==> src/hdl/mini_core_config.svh <==
// Width and size constants for the mini_core RTL, included by every design file that needs them
`ifndef MINI_CORE_CONFIG_SVH
`define MINI_CORE_CONFIG_SVH

// data path and instruction word width
`define CORE_DATA_WIDTH 32

// register file addressing
`define CORE_REG_ADDR_WIDTH 5
`define CORE_REG_COUNT 32

`endif

==> src/hdl/mini_core_pkg.sv <==
// Shared encodings for mini_core, imported by the RTL and by the checker for decoding
package mini_core_pkg;

  // major opcode, instruction bits 30 to 25
  typedef enum logic [5:0] {
    OP_ALU  = 6'b100000,
    OP_MOVI = 6'b100010,
    OP_ADDI = 6'b101000,
    OP_XORI = 6'b101011,
    OP_ORI  = 6'b101100
  } opcode_t;

  // ALU group function, instruction bits 4 to 0
  typedef enum logic [4:0] {
    ADD   = 5'b00000,
    SUB   = 5'b00001,
    AND   = 5'b00010,
    XOR   = 5'b00011,
    OR    = 5'b00100,
    SLLI  = 5'b01000,
    SRLI  = 5'b01001,
    ROTRI = 5'b01011
  } sub_opcode_t;

  typedef enum logic [1:0] {
    STATE_STOP      = 2'b00,
    STATE_FETCH     = 2'b01,
    STATE_EXECUTE   = 2'b10,
    STATE_WRITEBACK = 2'b11
  } core_state_t;

  typedef enum logic [1:0] {
    IMM5_ZE  = 2'b00,
    IMM15_SE = 2'b01,
    IMM15_ZE = 2'b10,
    IMM20_SE = 2'b11
  } imm_form_t;

  // nine operations, so four bits
  typedef enum logic [3:0] {
    ALU_ADD    = 4'd0,
    ALU_SUB    = 4'd1,
    ALU_AND    = 4'd2,
    ALU_OR     = 4'd3,
    ALU_XOR    = 4'd4,
    ALU_SLL    = 4'd5,
    ALU_SRL    = 4'd6,
    ALU_ROR    = 4'd7,
    ALU_PASS_B = 4'd8
  } alu_func_t;

endpackage

==> src/hdl/core_controller.sv <==
// Stop, fetch, execute and writeback sequencer with instruction register and decoder for mini_core
`timescale 1ns/1ps
`include "mini_core_config.svh"

module core_controller
  import mini_core_pkg::*;
(
  input  logic                            clock,
  input  logic                            reset,
  input  logic [`CORE_DATA_WIDTH-1:0]     instruction,
  output logic                            fetch_strobe,
  output logic                            execute_strobe,
  output logic                            write_enable,
  output logic [`CORE_REG_ADDR_WIDTH-1:0] read_address_a,
  output logic [`CORE_REG_ADDR_WIDTH-1:0] read_address_b,
  output logic [`CORE_REG_ADDR_WIDTH-1:0] write_address,
  output alu_func_t                       alu_func,
  output imm_form_t                       imm_form,
  output logic                            use_immediate,
  output logic [`CORE_DATA_WIDTH-1:0]     latched_instruction
);

  core_state_t                 state;
  core_state_t                 next_state;
  logic [`CORE_DATA_WIDTH-1:0] instruction_reg;
  logic [`CORE_DATA_WIDTH-1:0] decode_word;
  opcode_t                     opcode;
  sub_opcode_t                 sub_opcode;
  logic                        writes_register;

  always_ff @(posedge clock) begin
    if (reset) begin
      state <= STATE_STOP;
    end else begin
      state <= next_state;
    end
  end

  always_ff @(posedge clock) begin
    if (fetch_strobe) begin
      instruction_reg <= instruction;
    end
  end

  assign fetch_strobe   = (state == STATE_FETCH);
  assign execute_strobe = (state == STATE_EXECUTE);
  assign write_enable   = (state == STATE_WRITEBACK) && writes_register;

  // while fetching, decode straight from the bus so MOVI can skip execute
  assign decode_word         = fetch_strobe ? instruction : instruction_reg;
  assign latched_instruction = decode_word;

  assign opcode         = opcode_t'(decode_word[30:25]);
  assign sub_opcode     = sub_opcode_t'(decode_word[4:0]);
  assign read_address_a = decode_word[19:15];
  assign read_address_b = decode_word[14:10];
  assign write_address  = decode_word[24:20];

  always_comb begin
    case (state)
      STATE_STOP:      next_state = STATE_FETCH;
      STATE_FETCH:     next_state = (opcode == OP_MOVI) ? STATE_WRITEBACK : STATE_EXECUTE;
      STATE_EXECUTE:   next_state = STATE_WRITEBACK;
      STATE_WRITEBACK: next_state = STATE_STOP;
      default:         next_state = STATE_STOP;
    endcase
  end

  always_comb begin
    alu_func        = ALU_ADD;
    imm_form        = IMM5_ZE;
    use_immediate   = 1'b0;
    writes_register = 1'b1;
    case (opcode)
      OP_ALU: begin
        case (sub_opcode)
          ADD:   alu_func = ALU_ADD;
          SUB:   alu_func = ALU_SUB;
          AND:   alu_func = ALU_AND;
          XOR:   alu_func = ALU_XOR;
          OR:    alu_func = ALU_OR;
          SLLI: begin
            alu_func      = ALU_SLL;
            use_immediate = 1'b1;
          end
          SRLI: begin
            alu_func      = ALU_SRL;
            use_immediate = 1'b1;
          end
          ROTRI: begin
            alu_func      = ALU_ROR;
            use_immediate = 1'b1;
          end
          default: writes_register = 1'b0;
        endcase
      end
      OP_ADDI: begin
        imm_form      = IMM15_SE;
        use_immediate = 1'b1;
      end
      OP_ORI: begin
        alu_func      = ALU_OR;
        imm_form      = IMM15_ZE;
        use_immediate = 1'b1;
      end
      OP_XORI: begin
        alu_func      = ALU_XOR;
        imm_form      = IMM15_ZE;
        use_immediate = 1'b1;
      end
      OP_MOVI: begin
        alu_func      = ALU_PASS_B;
        imm_form      = IMM20_SE;
        use_immediate = 1'b1;
      end
      default: writes_register = 1'b0;
    endcase
  end

  // write right after fetch for MOVI, right after execute for all others
  write_in_writeback: assert property (@(posedge clock) disable iff (reset)
    write_enable |-> ((opcode == OP_MOVI) ? $past(fetch_strobe) : $past(execute_strobe)));

  stop_then_fetch: assert property (@(posedge clock) disable iff (reset)
    state == STATE_STOP |=> state == STATE_FETCH);

endmodule

==> src/hdl/register_file.sv <==
// Register file for mini_core with two combinational read ports and one synchronous write port
`timescale 1ns/1ps
`include "mini_core_config.svh"

module register_file (
  input  logic                            clock,
  input  logic                            reset,
  input  logic                            write_enable,
  input  logic [`CORE_REG_ADDR_WIDTH-1:0] read_address_a,
  input  logic [`CORE_REG_ADDR_WIDTH-1:0] read_address_b,
  input  logic [`CORE_REG_ADDR_WIDTH-1:0] write_address,
  input  logic [`CORE_DATA_WIDTH-1:0]     write_data,
  output logic [`CORE_DATA_WIDTH-1:0]     read_data_a,
  output logic [`CORE_DATA_WIDTH-1:0]     read_data_b
);

  logic [`CORE_DATA_WIDTH-1:0] registers [`CORE_REG_COUNT];

  // register 0 is writable like any other
  always_ff @(posedge clock) begin
    if (reset) begin
      for (int i = 0; i < `CORE_REG_COUNT; i++) begin
        registers[i] <= '0;
      end
    end else if (write_enable) begin
      registers[write_address] <= write_data;
    end
  end

  assign read_data_a = registers[read_address_a];
  assign read_data_b = registers[read_address_b];

  // destination comes from the controller's instruction register
  write_address_known: assert property (@(posedge clock) disable iff (reset)
    write_enable |-> !$isunknown(write_address));

endmodule

==> src/hdl/alu.sv <==
// Combinational arithmetic, logic, shift and rotate unit of mini_core
`timescale 1ns/1ps
`include "mini_core_config.svh"

module alu
  import mini_core_pkg::*;
(
  input  alu_func_t                   alu_func,
  input  logic [`CORE_DATA_WIDTH-1:0] operand_a,
  input  logic [`CORE_DATA_WIDTH-1:0] operand_b,
  output logic [`CORE_DATA_WIDTH-1:0] result
);

  logic [4:0]                    shift_amount;
  logic [2*`CORE_DATA_WIDTH-1:0] rotate_wide;

  assign shift_amount = operand_b[4:0];

  // doubled word shifted right leaves the rotation in the low half
  assign rotate_wide = {operand_a, operand_a} >> shift_amount;

  always_comb begin
    case (alu_func)
      ALU_ADD:    result = operand_a + operand_b;
      ALU_SUB:    result = operand_a - operand_b;
      ALU_AND:    result = operand_a & operand_b;
      ALU_OR:     result = operand_a | operand_b;
      ALU_XOR:    result = operand_a ^ operand_b;
      ALU_SLL:    result = operand_a << shift_amount;
      ALU_SRL:    result = operand_a >> shift_amount;
      ALU_ROR:    result = rotate_wide[`CORE_DATA_WIDTH-1:0];
      ALU_PASS_B: result = operand_b;
      default:    result = '0;
    endcase
  end

endmodule

==> src/hdl/operand_select.sv <==
// Immediate extraction and extension, and the register or immediate choice for ALU operand b
`timescale 1ns/1ps
`include "mini_core_config.svh"

module operand_select
  import mini_core_pkg::*;
(
  input  logic [`CORE_DATA_WIDTH-1:0] instruction,
  input  imm_form_t                   imm_form,
  input  logic                        use_immediate,
  input  logic [`CORE_DATA_WIDTH-1:0] read_data_b,
  output logic [`CORE_DATA_WIDTH-1:0] operand_b
);

  logic [`CORE_DATA_WIDTH-1:0] immediate;

  always_comb begin
    case (imm_form)
      IMM5_ZE:  immediate = {{(`CORE_DATA_WIDTH-5){1'b0}}, instruction[14:10]};
      IMM15_SE: immediate = {{(`CORE_DATA_WIDTH-15){instruction[14]}}, instruction[14:0]};
      IMM15_ZE: immediate = {{(`CORE_DATA_WIDTH-15){1'b0}}, instruction[14:0]};
      IMM20_SE: immediate = {{(`CORE_DATA_WIDTH-20){instruction[19]}}, instruction[19:0]};
      default:  immediate = '0;
    endcase
  end

  assign operand_b = use_immediate ? immediate : read_data_b;

endmodule

==> src/hdl/mini_core.sv <==
// Top level of the multi-cycle mini_core, with the program counter and the execute result register
`timescale 1ns/1ps
`include "mini_core_config.svh"

module mini_core
  import mini_core_pkg::*;
(
  input  logic                            clock,
  input  logic                            reset,
  input  logic [`CORE_DATA_WIDTH-1:0]     instruction,
  output logic [`CORE_DATA_WIDTH-1:0]     pc,
  output logic                            fetch_strobe,
  output logic                            writeback_strobe,
  output logic [`CORE_REG_ADDR_WIDTH-1:0] writeback_address,
  output logic [`CORE_DATA_WIDTH-1:0]     writeback_data
);

  logic                            execute_strobe;
  logic                            write_enable;
  logic [`CORE_REG_ADDR_WIDTH-1:0] read_address_a;
  logic [`CORE_REG_ADDR_WIDTH-1:0] read_address_b;
  logic [`CORE_REG_ADDR_WIDTH-1:0] write_address;
  alu_func_t                       alu_func;
  imm_form_t                       imm_form;
  logic                            use_immediate;
  logic [`CORE_DATA_WIDTH-1:0]     latched_instruction;
  logic [`CORE_DATA_WIDTH-1:0]     read_data_a;
  logic [`CORE_DATA_WIDTH-1:0]     read_data_b;
  logic [`CORE_DATA_WIDTH-1:0]     operand_b;
  logic [`CORE_DATA_WIDTH-1:0]     result;
  logic [`CORE_DATA_WIDTH-1:0]     result_reg;
  logic                            load_result;
  logic                            load_result_q;
  logic                            writeback_cycle;

  core_controller controller (
    .clock               (clock),
    .reset               (reset),
    .instruction         (instruction),
    .fetch_strobe        (fetch_strobe),
    .execute_strobe      (execute_strobe),
    .write_enable        (write_enable),
    .read_address_a      (read_address_a),
    .read_address_b      (read_address_b),
    .write_address       (write_address),
    .alu_func            (alu_func),
    .imm_form            (imm_form),
    .use_immediate       (use_immediate),
    .latched_instruction (latched_instruction)
  );

  register_file registers (
    .clock          (clock),
    .reset          (reset),
    .write_enable   (write_enable),
    .read_address_a (read_address_a),
    .read_address_b (read_address_b),
    .write_address  (write_address),
    .write_data     (result_reg),
    .read_data_a    (read_data_a),
    .read_data_b    (read_data_b)
  );

  operand_select operands (
    .instruction   (latched_instruction),
    .imm_form      (imm_form),
    .use_immediate (use_immediate),
    .read_data_b   (read_data_b),
    .operand_b     (operand_b)
  );

  alu alu_unit (
    .alu_func  (alu_func),
    .operand_a (read_data_a),
    .operand_b (operand_b),
    .result    (result)
  );

  // writeback always follows an execute cycle, or a fetch for MOVI
  assign load_result     = fetch_strobe || execute_strobe;
  assign writeback_cycle = load_result_q && !load_result;

  always_ff @(posedge clock) begin
    if (load_result) begin
      result_reg <= result;
    end
  end

  always_ff @(posedge clock) begin
    if (reset) begin
      load_result_q <= 1'b0;
      pc            <= '0;
    end else begin
      load_result_q <= load_result;
      // advance even when the instruction writes nothing
      if (writeback_cycle) begin
        pc <= pc + `CORE_DATA_WIDTH'd4;
      end
    end
  end

  assign writeback_strobe  = write_enable;
  assign writeback_address = write_address;
  assign writeback_data    = result_reg;

endmodule

==> config.mk <==
export PLATFORM = sky130hd
export DESIGN_NAME = mini_core
export DESIGN_NICKNAME = d
export VERILOG_FILES = /design/src/hdl/mini_core_pkg.sv /design/src/hdl/core_controller.sv /design/src/hdl/register_file.sv /design/src/hdl/alu.sv /design/src/hdl/operand_select.sv /design/src/hdl/mini_core.sv
export VERILOG_INCLUDE_DIRS = /design/src /design/src/hdl
export SDC_FILE = /design/constraint.sdc
export NUM_CORES = 2
export LEC_CHECK = 0
export BUFFER_PORTS_ARGS = -buffer_cell sky130_fd_sc_hd__buf_2
export CORE_MARGIN = 10
export CORE_UTILIZATION = 45
export CTS_BUF_LIST = sky130_fd_sc_hd__clkbuf_4 sky130_fd_sc_hd__clkbuf_8
export CTS_CLUSTER_DIAMETER = 40
export DETAILED_ROUTE_END_ITERATION = 8
export PLACE_DENSITY_LB_ADDON = 0.15
export SYNTH_ARGS = -nofsm -noshare
export SYNTH_HDL_FRONTEND = slang
export SYNTH_SLANG_ARGS = --single-unit
==> constraint.sdc <==
create_clock -name clock -period 6.8 [get_ports clock]
set_input_delay 0.34 -clock clock [delete_from_list [all_inputs] [get_ports clock]]
set_output_delay 0.34 -clock clock [all_outputs]
set_load 0.01 [all_outputs]
Yosys cells after proc, flatten, opt, wreduce, memory -nomap -nowiden

Memory sizes are Yosys's and may differ from the RTL's.
Index checks and enable logic that the tools add are counted.

Input port bits: 34
Word-level logic and storage cells: 75
Bits in writable memories: 1,024
Register bits after elaboration: 98
Memories kept: 1

Memory list:

| memory              | words | width | read ports | clocked after Yosys merged registers in | write ports | RTL line            | source |
|---|---|---|---|---|---|---|---|
| registers.registers | 32    | 32    | 2          | 0                                       | 32          | register_file.sv:17 | `` logic [`CORE_DATA_WIDTH-1:0] registers [`CORE_REG_COUNT]; `` |

Shifts and indexed selects: 3
$add $sub $neg: 3
Reductions and logical operators: 13
Bitwise gates (word level): 3
Eq/ne operators: 26
Muxes and demuxes: 21

Operator list:

| operator                | number |
|---|---|
| $pmux W32 S9            | 1 |
| $pmux W32 S4            | 1 |
| $mux W32                | 2 |
| $shr A64 B5 Y32         | 1 |
| $add A32 B3 Y32 const B | 1 |
| $add A32 B32 Y32        | 1 |
| $and A32 B32 Y32        | 1 |
| $or A32 B32 Y32         | 1 |
| $reduce_or A32 Y1       | 1 |
| $shl A32 B5 Y32         | 1 |
| $shr A32 B5 Y32         | 1 |
| $sub A32 B32 Y32        | 1 |
| $xor A32 B32 Y32        | 1 |
| $mux W31                | 1 |
| $eq A6 B6 Y1 const B    | 5 |
| $pmux W3 S7             | 1 |
| $eq A4 B3 Y1 const B    | 4 |
| $pmux W4 S4             | 1 |
| $eq A5 B4 Y1 const B    | 3 |
| $eq A5 B2 Y1 const B    | 2 |
| $mux W1                 | 9 |
| $eq A2 B2 Y1 const B    | 4 |
| $eq A4 B2 Y1 const B    | 2 |
| $pmux W2 S4             | 1 |
| other kinds (18)        | 22 |

Longest topological paths before layout

Depth in word-level cells: 12
Depth in mapped cells: 37
Mapped depth without buffers: 29

Modules after synthesis

From an unflattened synthesis, not the netlist that was laid out.

Cells, all modules: 6,246
Area, all modules: 69,299.0 sq um

Modules (own cells, without submodules):

| module          | area an instance (sq um) | instances | cells each | sequential area each (sq um) |
|---|---|---|---|---|
| register_file   | 56,467.9                 | 1         | 4,640      | 30,749.5 |
| alu             | 8,112.8                  | 1         | 1,139      | 0.0 |
| mini_core       | 2,541.2                  | 1         | 214        | 1,581.5 |
| core_controller | 1,632.8                  | 1         | 153        | 680.7 |
| operand_select  | 544.3                    | 1         | 100        | 0.0 |

Least setup slack after synthesis

OpenSTA, ideal clock, no wires.

Kind: reg-to-reg
From: reg load_result_q (netlist name)
To: reg result_reg[31] (netlist: writeback_data[31]) (data pin)
Stages on the path, launching flop included: 36
Slack: -0.053 ns
Arrival: 6.583 ns
Required time: 6.530 ns
Buffers on the path: 7
Cell sequence: dfxtp_1 inv_1 ha_1 buf_6 buf_6 mux2i_4 inv_1 buf_2 buf_2 nor2_1 o21ai_0 o22a_1 nand4_1 a21o_1 and2_1 buf_2 buf_2 clkbuf_1 ha_1 nand2_1 nor4_2 a31oi_1 xnor2_1 ha_1 nand2_1 o32ai_1 nor4_1 o21ai_0 a41oi_1 o41ai_1 a31oi_1 o21ai_0 xnor2_1 and2_1 o21ai_0 o211ai_1

RTL lines:

| element              | RTL line        | source |
|---|---|---|
| to (signal assigned) | mini_core.sv:85 | `result_reg <= result;` |
| to (decl)            | mini_core.sv:31 | `` logic [`CORE_DATA_WIDTH-1:0] result_reg; `` |

==> results.cfg <==
[final_layout]
n_fill_cell = 14500
area_growth_pct = 23.0
regArea_sq_um = 33000
drive_above_1_share_pct = 25.8
multi_input_area_sq_um = 38500
instances_no_fill = 10800
final_util_pct = 55.8
largest_register_ffs = 1024
nets = 8555

[floorplanning]
io-pin-count = 105
fp.dieH_microns = 425
fp.dieArea_sq_um = 181000
row_count = 148
fp.dieW_microns = 425
fp.coreArea_sq_um = 163000
start_util_pct = 45.4

[route]
dr_total_vias = 74100
final_antenna_net_count = 0
detail_route.wl_per_cell_microns = 37.9
vias_per_cell = 6.85
drt_iter0_drc = 13800
dr.pass1.iters = 9
drcViolationCount = 0
wirelength_mm = 410

[worst_setup_path]
timing.rr.start = load_result_q$_SDFF_PP0_
cp.depth = 30
start_kind = register
worstSetupPathType = register to register
cp_data_arrival_time_ns = 7.65
end_kind = register
reg2regPathDepth = 30
cp_slowest_stage_delay_ns = 0.56
critPathTopFamily = compound AO/OA/AOI/OAI gates
critPathLaunch = load_result_q$_SDFF_PP0_
worstSetupEndpoint = writeback_data[31]$_DFFE_PP_
r2r_slack_ns = -0.13
critPathRequiredTime_ns = 7.52
rr_endpoint = writeback_data[31]$_DFFE_PP_
crit_buf_inv = 6
cp_slowest_cell = a222oi_1
crit_fanout = 8

[synth]
yosysWarnings = 0
synth_ff_type = edfxtp_1
synth.largest_area_cell = edfxtp_1
synth_commonest_cells = and2_1, edfxtp_1, nand2_1, a21oi_1, clkbuf_1
synth_edf_count = 1056
synthCells = 7545
synthTopCellsByArea = edfxtp_1, and2_1, mux4_2
yosys_register_bits = 1119
syn_avg_cell_area_sq_um = 9.80
ys_seq_area_share_pct = 44.6
synth_cell_types = 112
synth_top_area_share_pct = 42.9
netlist_area_sq_um = 73900
yosysMostFrequentCell = and2_1
synthArstFlopShare_pct = 0

[clocking]
htree_levels = 4
cts_tree = done
clkTransAtPathRegs_ns = 0.06
cts_buffers = 233
clockBufferDepth = 3
clockRootBuffer = clkbuf_8
clock-sinks = 1119
insertion_delay_ns = 1.06

[placed_design]
dp_hpwl_mm = 289
globalplace.congestion = 1.06
dp.cells = 10300
portBuffers = 101

[grt]
grt_pass1_wl_mm = 558
overflow = 0
gr-usage-all-layers_pct = 43.6
grt_max_degree = 71
grt_pass1_vias = 69100
antenna_found_initial = 58

[timing]
worst_slack_ns = -0.133
setup_viol = 4
hold_ws_ns = 0.136
skew_ns = 0.0909
finalSetupTns_ns = -0.291
slew_headroom_pct = 2.67
timing.fmax_mhz = 144
drv_slew = 0
layout_min_cycle_time_ns = 6.93
hold_violations = 0
rsz0062_at_grt = yes
period_share_pct = 102
worstMarginPinSlew_ns = 1.46

[status]
violations = negative setup slack
outcome = finished, violations left

[hold_path]
hp-class = input pin to register

[flow_run]
cap_violations = 0
worst min path at each step:
stage	cells after the start	from	end	slack [ns]
after floorplan	2	controller.instruction_reg[5]$_DFF_P_	controller.instruction_reg[5]$_DFF_P_	0.44
after global placement	2	pc[18]$_SDFFE_PP0P_	pc[18]$_SDFFE_PP0P_	0.48
after detailed placement	1	controller.instruction_reg[30]$_DFF_P_	controller.instruction_reg[30]$_DFF_P_	0.48
after CTS	3	instruction[20]	controller.instruction_reg[20]$_DFF_P_	0.06
after global routing	3	instruction[20]	controller.instruction_reg[20]$_DFF_P_	0.13
final	3	instruction[20]	controller.instruction_reg[20]$_DFF_P_	0.14
placed cells by master, fill, tap and decap left out, drive strengths merged, types with 63 or more instances in the layout:
cell type / n
buf: 1320
and2: 1062
edfxtp: 1056
nand2: 888
a21oi: 539
o21ai: 343
nor2: 337
clkbuf: 288
mux2i: 281
nand3: 207
mux4: 160
a211oi: 153
a22oi: 143
inv: 136
o211ai: 129
a31oi: 111
ha: 107
o22ai: 104
clkinv: 103
dfxtp: 63
kinds of logic (layout without fill, tap and decap cells):
family | Yosys count | count (layout) | synth area share (%)
simple gates | 2875 | 2875 | 20.1
compound gates | 2022 | 2022 | 18.1
mux | 490 | 490 | 9.51
flops | 1119 | 1119 | 44.6
other cells | 1 | 27 | 0.00507
fa+ha+maj | 108 | 108 | 1.84
buf+inv | 845 | 1910 | 4.89
xor+xnor | 85 | 85 | 1.01
per-stage QoR:
step	instance area [sq um]	setup WS, ns
final	90900	-0.133
after global routing	90900	-0.205
after CTS	90100	-0.0120
after detailed placement	84500	-0.725
after global placement	84500	-0.783
after floorplan	73900	0.0712
timing repair:
action,CTS,global route
pin swaps,8,58
hold buffers,24,0
resized for setup,51,114
gates cloned,1,2
endpoints found under the setup margin,19,21
setup buffers,10,30
endpoints found under the hold margin,55,0
per-layer routing:
metal	GRT usage (%)	vias to the layer above	part of all wire, %
met3	15.6	1544	15
met4	28.3	30	8.0
li1	-	29700	-
met5	0	-	0.052
met2	60.8	6525	40
met1	56.6	36300	37
final cells by class:
class / instances / share of cell area (%)
diodes: 25 / 0.0688
clock buffers: 287 / 4.03
clock inverters: 146 / 1.54
inverters: 130 / 0.626
multi-input cells: 5582 / 42.3
flip-flops and latches: 1119 / 36.3
well taps: 2175 / 2.99
repair buffers: 1345 / 12.1
repair inverters: 2 / 0.0193
worst reg2reg max path, delay by kind of cell (launching register included):
kind	cells	cell delay, ns
flip-flops	1	0.33
AO/OA/AOI/OAI	14	2.82
XOR/XNOR	2	0.44
adder cells (fa/ha/maj)	2	0.55
AND/OR/NAND/NOR	4	0.81
multiplexers	2	0.67
buffers and inverters	6	1.00
Power is not shown: default switching activity piles up to over one toggle a cycle in this logic, so the estimate is an artifact.
